===== config.mk =====
export PLATFORM = sky130hd
export DESIGN_NAME = instructionFetchUnit
export DESIGN_NICKNAME = d
export VERILOG_FILES = /design/src/source/busPkg.sv /design/src/source/fetchPkg.sv /design/src/source/parcelPopIf.sv /design/src/source/fetchBusMaster.sv /design/src/source/instructionAligner.sv /design/src/source/instructionFetchUnit.sv /design/src/source/parcelFifo.sv
export VERILOG_INCLUDE_DIRS = /design/src /design/src/source
export SDC_FILE = /design/constraint.sdc
export NUM_CORES = 1
export LEC_CHECK = 0
export ABC_AREA = 1
export BUFFER_PORTS_ARGS = -buffer_cell sky130_fd_sc_hd__buf_2
export CAP_MARGIN = 20
export CORE_MARGIN = 10
export CORE_UTILIZATION = 33
export DETAILED_ROUTE_END_ITERATION = 7
export PLACE_DENSITY = 0.48
export SYNTH_ARGS = -nofsm -noshare
export SYNTH_HDL_FRONTEND = slang
export SYNTH_HIERARCHICAL = 1
export SYNTH_SLANG_ARGS = --single-unit

===== constraint.sdc =====
create_clock -name clk -period 7.4 [get_ports clk]
set_clock_uncertainty 0.2 [all_clocks]
set_input_delay 1.48 -clock clk [delete_from_list [all_inputs] [get_ports clk]]
set_output_delay 1.48 -clock clk [all_outputs]
set_load 0.03 [all_outputs]

===== src/source/fetch_defines.svh =====
`ifndef FETCH_DEFINES_SVH
`define FETCH_DEFINES_SVH

// Byte address of the first fetch, word aligned
`define FETCH_RESET_ADDR 32'h0000_0000

// Parcel FIFO entries, power of two
`define PARCEL_FIFO_DEPTH 16

`endif


===== src/source/busPkg.sv =====
`default_nettype none

package busPkg;

    // Wishbone byte address
    typedef logic [31:0] addrT;

    // Wishbone data word
    typedef logic [31:0] wordT;

    // Byte lane select
    typedef logic [3:0] selT;

    // Instruction reads always take the whole word
    localparam selT selAll = 4'b1111;

endpackage : busPkg

`default_nettype wire


===== src/source/fetchPkg.sv =====
`default_nettype none

package fetchPkg;

    // One 16-bit instruction parcel
    typedef logic [15:0] parcelT;

    // Low two bits of a parcel
    typedef logic [1:0] lengthCodeT;

    // Entries retired per pop, 1 or 2
    typedef logic [1:0] popOffsetT;

    // Length code of a 32-bit instruction
    localparam lengthCodeT fullLengthCode = 2'b11;

    // Assembled instruction with its address
    typedef struct packed {
        logic [31:0]   word;
        logic          isCompressed;
        busPkg::addrT  pc;
    } instructionT;

endpackage : fetchPkg

`default_nettype wire


===== src/source/parcelPopIf.sv =====
`timescale 1ns/1ps
`default_nettype none

interface parcelPopIf;

    // Head entry valid
    logic               popReq;
    // Parcel at the tail index and the one after it
    fetchPkg::parcelT   headData;
    fetchPkg::parcelT   nextData;
    // At least two entries held
    logic               nextValid;

    logic               popAck;
    fetchPkg::popOffsetT popOffset;

    modport fifo (
        output popReq,
        output headData,
        output nextData,
        output nextValid,
        input  popAck,
        input  popOffset
    );

    modport consumer (
        input  popReq,
        input  headData,
        input  nextData,
        input  nextValid,
        output popAck,
        output popOffset
    );

endinterface : parcelPopIf

`default_nettype wire

===== src/source/fetchBusMaster.sv =====
`timescale 1ns/1ps
`default_nettype none

`include "fetch_defines.svh"

module fetchBusMaster (
    input  logic             clk,
    input  logic             reset,

    // Wishbone classic read master
    output logic             wbCyc,
    output logic             wbStb,
    output busPkg::addrT     wbAdr,
    output busPkg::selT      wbSel,
    input  busPkg::wordT     wbDatIn,
    input  logic             wbAck,

    // Parcel push handshake
    output logic             pushReq,
    input  logic             pushAck,
    output fetchPkg::parcelT pushData
);

    logic         busy;
    busPkg::addrT fetchAddr;

    busPkg::wordT wordBuf;
    logic         bufFull;
    logic         halfSel;

    logic         startRead;
    logic         busDone;
    logic         pushFire;

    // New read only once both parcels of the last word are gone
    assign startRead = !busy && !bufFull;
    assign busDone   = busy && wbAck;
    assign pushFire  = pushReq && pushAck;

    // Bus cycle and fetch address
    always_ff @(posedge clk) begin
        if (reset) begin
            busy      <= 1'b0;
            fetchAddr <= `FETCH_RESET_ADDR;
        end else begin
            if (startRead) begin
                busy <= 1'b1;
            end else if (busDone) begin
                busy      <= 1'b0;
                fetchAddr <= fetchAddr + 32'd4;
            end
        end
    end

    // Buffer state, low half goes out first
    always_ff @(posedge clk) begin
        if (reset) begin
            bufFull <= 1'b0;
            halfSel <= 1'b0;
        end else begin
            if (busDone) begin
                bufFull <= 1'b1;
                halfSel <= 1'b0;
            end else if (pushFire) begin
                if (halfSel) begin
                    bufFull <= 1'b0;
                    halfSel <= 1'b0;
                end else begin
                    halfSel <= 1'b1;
                end
            end
        end
    end

    always_ff @(posedge clk) begin
        if (busDone) begin
            wordBuf <= wbDatIn;
        end
    end

    assign wbCyc = busy;
    assign wbStb = busy;
    assign wbAdr = fetchAddr;
    assign wbSel = busPkg::selAll;

    assign pushReq  = bufFull;
    assign pushData = halfSel ? wordBuf[31:16] : wordBuf[15:0];

endmodule : fetchBusMaster

`default_nettype wire


===== src/source/instructionAligner.sv =====
`timescale 1ns/1ps
`default_nettype none

`include "fetch_defines.svh"

module instructionAligner (
    input  logic                  clk,
    input  logic                  reset,

    parcelPopIf.consumer          pop,

    output logic                  insValid,
    input  logic                  insReady,
    output fetchPkg::instructionT insData
);

    fetchPkg::lengthCodeT lengthCode;
    logic                 isFull;
    busPkg::addrT         pc;
    busPkg::addrT         pcStep;

    // RISC-V style length from the head parcel
    assign lengthCode = pop.headData[1:0];
    assign isFull     = lengthCode == fetchPkg::fullLengthCode;

    // A full-length instruction waits for its second parcel
    assign insValid = pop.popReq && (!isFull || pop.nextValid);

    assign pop.popAck    = insValid && insReady;
    assign pop.popOffset = isFull ? 2'd2 : 2'd1;

    always_comb begin
        insData.isCompressed = !isFull;
        insData.pc           = pc;
        if (isFull) begin
            insData.word = {pop.nextData, pop.headData};
        end else begin
            insData.word = {16'h0000, pop.headData};
        end
    end

    assign pcStep = isFull ? 32'd4 : 32'd2;

    // PC of the instruction at the head
    always_ff @(posedge clk) begin
        if (reset) begin
            pc <= `FETCH_RESET_ADDR;
        end else if (pop.popAck) begin
            pc <= pc + pcStep;
        end
    end

endmodule : instructionAligner

`default_nettype wire


===== src/source/instructionFetchUnit.sv =====
`timescale 1ns/1ps
`default_nettype none

`include "fetch_defines.svh"

module instructionFetchUnit (
    input  logic         clk,
    input  logic         reset,

    output logic         wbCyc,
    output logic         wbStb,
    output logic         wbWe,
    output busPkg::addrT wbAdr,
    output busPkg::selT  wbSel,
    input  busPkg::wordT wbDatIn,
    input  logic         wbAck,

    output logic         insValid,
    input  logic         insReady,
    output logic [31:0]  insWord,
    output logic         insCompressed,
    output busPkg::addrT insPc
);

    logic                  pushReq;
    logic                  pushAck;
    fetchPkg::parcelT      pushData;
    fetchPkg::instructionT insData;

    parcelPopIf popBus ();

    // Read only master
    assign wbWe = 1'b0;

    fetchBusMaster i_fetchBusMaster (
        .clk      (clk),
        .reset    (reset),
        .wbCyc    (wbCyc),
        .wbStb    (wbStb),
        .wbAdr    (wbAdr),
        .wbSel    (wbSel),
        .wbDatIn  (wbDatIn),
        .wbAck    (wbAck),
        .pushReq  (pushReq),
        .pushAck  (pushAck),
        .pushData (pushData)
    );

    parcelFifo #(
        .depth (`PARCEL_FIFO_DEPTH)
    ) i_parcelFifo (
        .clk      (clk),
        .reset    (reset),
        .pushReq  (pushReq),
        .pushAck  (pushAck),
        .pushData (pushData),
        .pop      (popBus.fifo)
    );

    instructionAligner i_instructionAligner (
        .clk      (clk),
        .reset    (reset),
        .pop      (popBus.consumer),
        .insValid (insValid),
        .insReady (insReady),
        .insData  (insData)
    );

    assign insWord       = insData.word;
    assign insCompressed = insData.isCompressed;
    assign insPc         = insData.pc;

endmodule : instructionFetchUnit

`default_nettype wire


===== src/source/parcelFifo.sv =====
`timescale 1ns/1ps
`default_nettype none

module parcelFifo #(
    parameter int depth = 16
) (
    input  logic             clk,
    input  logic             reset,

    input  logic             pushReq,
    output logic             pushAck,
    input  fetchPkg::parcelT pushData,

    parcelPopIf.fifo         pop
);

    localparam int indexBits = $clog2(depth);

    typedef logic [indexBits-1:0] indexT;
    typedef logic [indexBits:0]   countT;

    fetchPkg::parcelT mem [depth];

    indexT headIdx;
    indexT tailIdx;
    indexT nextIdx;

    countT count;
    countT nextCount;
    logic  full;
    logic  empty;
    logic  twoPlus;

    logic                pushFire;
    logic                popFire;
    fetchPkg::popOffsetT popCount;

    assign pushFire = pushReq && pushAck;
    assign popFire  = pop.popReq && pop.popAck;
    assign popCount = popFire ? pop.popOffset : 2'd0;

    // Head advances by one per push
    always_ff @(posedge clk) begin
        if (reset) begin
            headIdx <= '0;
        end else if (pushFire) begin
            headIdx <= headIdx + indexT'(1);
        end
    end

    // Tail retires one or two entries per pop
    always_ff @(posedge clk) begin
        if (reset) begin
            tailIdx <= '0;
        end else if (popFire) begin
            tailIdx <= tailIdx + indexT'(pop.popOffset);
        end
    end

    always_ff @(posedge clk) begin
        if (pushFire) begin
            mem[headIdx] <= pushData;
        end
    end

    // Occupancy with flags taken from the next count
    assign nextCount = count + countT'(pushFire) - countT'(popCount);

    always_ff @(posedge clk) begin
        if (reset) begin
            count   <= '0;
            full    <= 1'b0;
            empty   <= 1'b1;
            twoPlus <= 1'b0;
        end else begin
            count   <= nextCount;
            full    <= nextCount == countT'(depth);
            empty   <= nextCount == '0;
            twoPlus <= nextCount >= countT'(2);
        end
    end

    assign pushAck = !full;

    // Peek two entries so a straddling instruction is seen whole
    assign nextIdx       = tailIdx + indexT'(1);
    assign pop.popReq    = !empty;
    assign pop.headData  = mem[tailIdx];
    assign pop.nextData  = mem[nextIdx];
    assign pop.nextValid = twoPlus;

endmodule : parcelFifo

`default_nettype wire


==> metrics.md <==
| Metric | Value |
|---|---|
| Post-Syn Instances | 2,513 |
| Core region area | 59,200 sq um |
| Die Wd | 265 um |
| Ys flop type | edfxtp_1 |
| Vias in the first global route | 16,900 |
| Antenna Violating Nets Remaining | 0 |
| Synth top area share | 0.437 |
| H-tree Lvls | 2 |
| Largest delay contributor family on the critical path | buffers and inverters |
| Design area | 22,500 sq um |
| ANT cells | 0 |
| CP bufs+invs | 4 |
| Final Setup Violations | 0 |
| LEAKAGE | 9.77 nW |
| Initial antenna violation count | 1 |
| Crit path DAT | 3.81 ns |
| Post-synthesis register bit count | 372 |
| Crit Path Category | register to primary output |
| Global placement routability congestion | 0.837 |
| Fraction of registers with async set/reset | 0 |
| Clock sinks | 372 |
| Clk pin slew, worst setup/hold paths | 0.05 ns |
| Cell area after synthesis | 19,800 sq um |
| Levels on crit path | 10 |
| First-pass GRT wire length | 99,300 um |
| Die ar. | 70,200 sq um |
| Crit-path most repeated cell | nand3_1 |
| WHS Endpoint | i_fetchBusMaster/wbAdr[7] |
| Max-cap viol count | 0 |
| Post-layout min period | 5.49 ns |
| Crit path max fanout | 86 |
| EDFF count, synth | 288 |
| Fin. Hold Viols | 0 |
| Crit path required time | 5.72 ns |
| Initial drt markers | 1,606 |
| Post-CTS Setup Bufs | 0 |
| Worst r2r path cells | 21 |
| Wire per inst | 19.3 um |
| CP max stage delay | 0.72 ns |
| Maximum VDD drop | 0.177 mV |
| Top cell type by total area after synthesis | edfxtp_1 |
| PwrDens | 278 nW/um^2 |
| Gr usage total | 0.182 |
| CTS Hold Buffers Added | 0 |
| Hold_ws | 0.294 ns |
| Top post-synthesis cells by count | nand2_1 (795), nand3_1 (488), inv_1 (383) |
| Largest cells by area after synthesis | edfxtp_1 (44%), nand2_1 (15%), nand3_1 (12%) |
| Initial core utilization | 0.334 |
| Via/cell ratio | 5.06 |
| Post-Syn Area per Cell | 7.88 sq um |
| Routed WL | 65,600 um |
| F_max | 182 MHz |
| PortBufs | 132 |
| Pwr Total | 0.00627 W |
| Status | completed |
| Root Buffer | clkbuf_16 |
| HP Class | register to register |
| Final worst setup slack | 1.91 ns |
| Drt first pass iters | 7 |
| Worst path cell trace | clkinv_2 -> buf_4 -> nand2_1 -> nand3_1 -> nand3_1 -> nand3_1 -> nand2_1 -> inv_1 -> nor2_1 -> buf_2 |
| Post-DP Area | 21,100 sq um |
| Setup crit start kind | register |
| Pins over their slew limit | 0 |
| Top Ports | 141 |
| Sequential share of the synthesized area | 0.521 |
| CP endpoint kind | primary output |
| CTS tree | built |
| Die height | 265 um |
| CTS resizes | 0 |
| Worst r2r dst | i_parcelFifo/pop.nextValid |
| RSZ-0062 raised after global routing | false |
| Yosys cell types | 42 |
| Clock buffer depth | 3 |
| Final-stage net count | 2,635 |
| Clock Latency Late Sink | 0.58 ns |
| Dpl ws | 2.16 ns |
| Row Count | 89 |
| Area grow syn2layout | 13.8% |
| Share of layout cells above drive strength 1 | 0.110 |
| Slew @ Worst Pin | 1.17 ns |
| Hpwl dp | 38,200 um |
| Reg2reg setup slack | 2.38 ns |
| Count leader, synth | nand2_1 |
| Vias post-DR | 17,100 |
| Rel. slew slack | 0.221 |
| Worst Hold Launch | i_fetchBusMaster/wbAdr[7] |
| Period utilization | 0.741 |
| Residual DRC | 0 |
| Slowest library cell on the worst path | clkinv_2 |
| Setup_tns | 0 ns |
| Largest net degree at the start of global routing | 97 |
| CTS Buf Count | 46 |
| Worst hold path depth | 2 |
| Global route total overflow | 0 |
| Filler cells | 6,053 |
| Ys Warns | 6 |
-- layer usage --
metal  GRT usage  vias up  wire (um)
li1            -     8143          -
met1       0.229     8214      27600
met2       0.314      672      31600
met3      0.0325      120       4680
met4      0.0545        0       1710
met5           0        -          0
-- metrics by stage --
stage / utilization / instances
6_report: 0.380 / 3390
4_1_cts: 0.379 / 3387
3_3_place_gp: 0.355 / 3304
5_1_grt: 0.380 / 3390
2_1_floorplan: - / 2517
3_5_place_dp: 0.355 / 3304
-- flip-flops by register name, summed over array words and instances (netlist names), named ones only --
signal                      cells
i_parcelFifo/tailIdx            4
i_fetchBusMaster/pushReq        1
i_fetchBusMaster/wbAdr         30
i_instructionAligner/pc        31
i_parcelFifo/pop.nextValid      1
i_parcelFifo/empty              1
i_parcelFifo/count              5
i_parcelFifo/headIdx            4
i_fetchBusMaster/wordBuf       32
i_parcelFifo/full               1
i_parcelFifo/mem              256
i_fetchBusMaster/halfSel        1
i_fetchBusMaster/wbCyc          1
-- cell usage in the layout (no fill, tap or decap), types with 2 or more instances in the layout --
cell type and instances:
nand2_1 795, nand3_1 488, inv_1 380, edfxtp_1 288
buf_2 132, nor2_1 122, dfxtp_1 81, clkbuf_16 48
a21oi_1 40, o21ai_0 25, buf_4 23, nor2_2 22
nor2_4 16, clkbuf_1 15, nand4_1 15, nor3_1 14
ha_1 14, clkinv_1 12, nand2_2 10, conb_1 8
nand3b_1 8, clkinv_2 6, nand3_2 5, xor2_1 4
nor3b_1 4, clkinvlp_4 3, o21a_1 3, inv_2 3
buf_16 3, clkbuf_8 2, o21bai_1 2, a211oi_1 2
nor3_4 2, xor2_4 2, fa_1 2, dfxtp_4 2
-- worst max-delay path by stage --
| stage | startpoint | to | slack [ns] |
|---|---|---|---|
| 6_report | i_parcelFifo/tailIdx[0] | insWord[26] | 1.91 |
| 5_1_grt | i_parcelFifo/tailIdx[0] | insWord[26] | 1.60 |
| 4_1_cts | register | insValid | 1.58 |
| 3_5_place_dp | register | i_parcelFifo/pop.nextValid | 2.16 |
| 3_3_place_gp | register | i_parcelFifo/pop.nextValid | 2.37 |
| 2_1_floorplan | insReady | i_parcelFifo/pop.nextValid | 3.68 |
-- kinds of logic (layout without fill, tap and decap cells) --
group / count (synthesis) / count (layout) / share of synthesized area
AO/OA/AOI/OAI: 75 / 75 / 0.0200
XOR/XNOR: 9 / 9 / 0.00474
adder cells (fa/ha/maj): 17 / 17 / 0.0115
buffers and inverters: 529 / 629 / 0.110
AND/OR/NAND/NOR: 1507 / 1507 / 0.332
flip-flops: 372 / 372 / 0.521
other: 4 / 8 / 0.000758
-- worst min-delay path, stage by stage (launching register included) --
cell and delay (ns):
dfxtp_1 0.32, inv_1 0.07, a21oi_1 0.05
-- report_power, final --
group,leakage [nW],switching [W],total [W],internal [W]
Sequential,3.29,0.0000603,0.00238,0.00232
Combinational,5.82,0.00126,0.00174,0.000479
Clock,0.670,0.000904,0.00214,0.00124
-- cell type report --
| type | instances | area, sq um | area share |
|---|---|---|---|
| Multi-Input combinational cell | 1616 | 7460 | 0.331 |
| Sequential cell | 372 | 10300 | 0.459 |
| Inverter | 388 | 1460 | 0.0648 |
| Tap cell | 773 | 967 | 0.0429 |
| Clock inverter | 18 | 114 | 0.00505 |
| Clock buffer | 65 | 1280 | 0.0570 |
| Timing Repair Buffer | 158 | 916 | 0.0406 |
No activity file was read; power rests on OpenSTA's default activity.
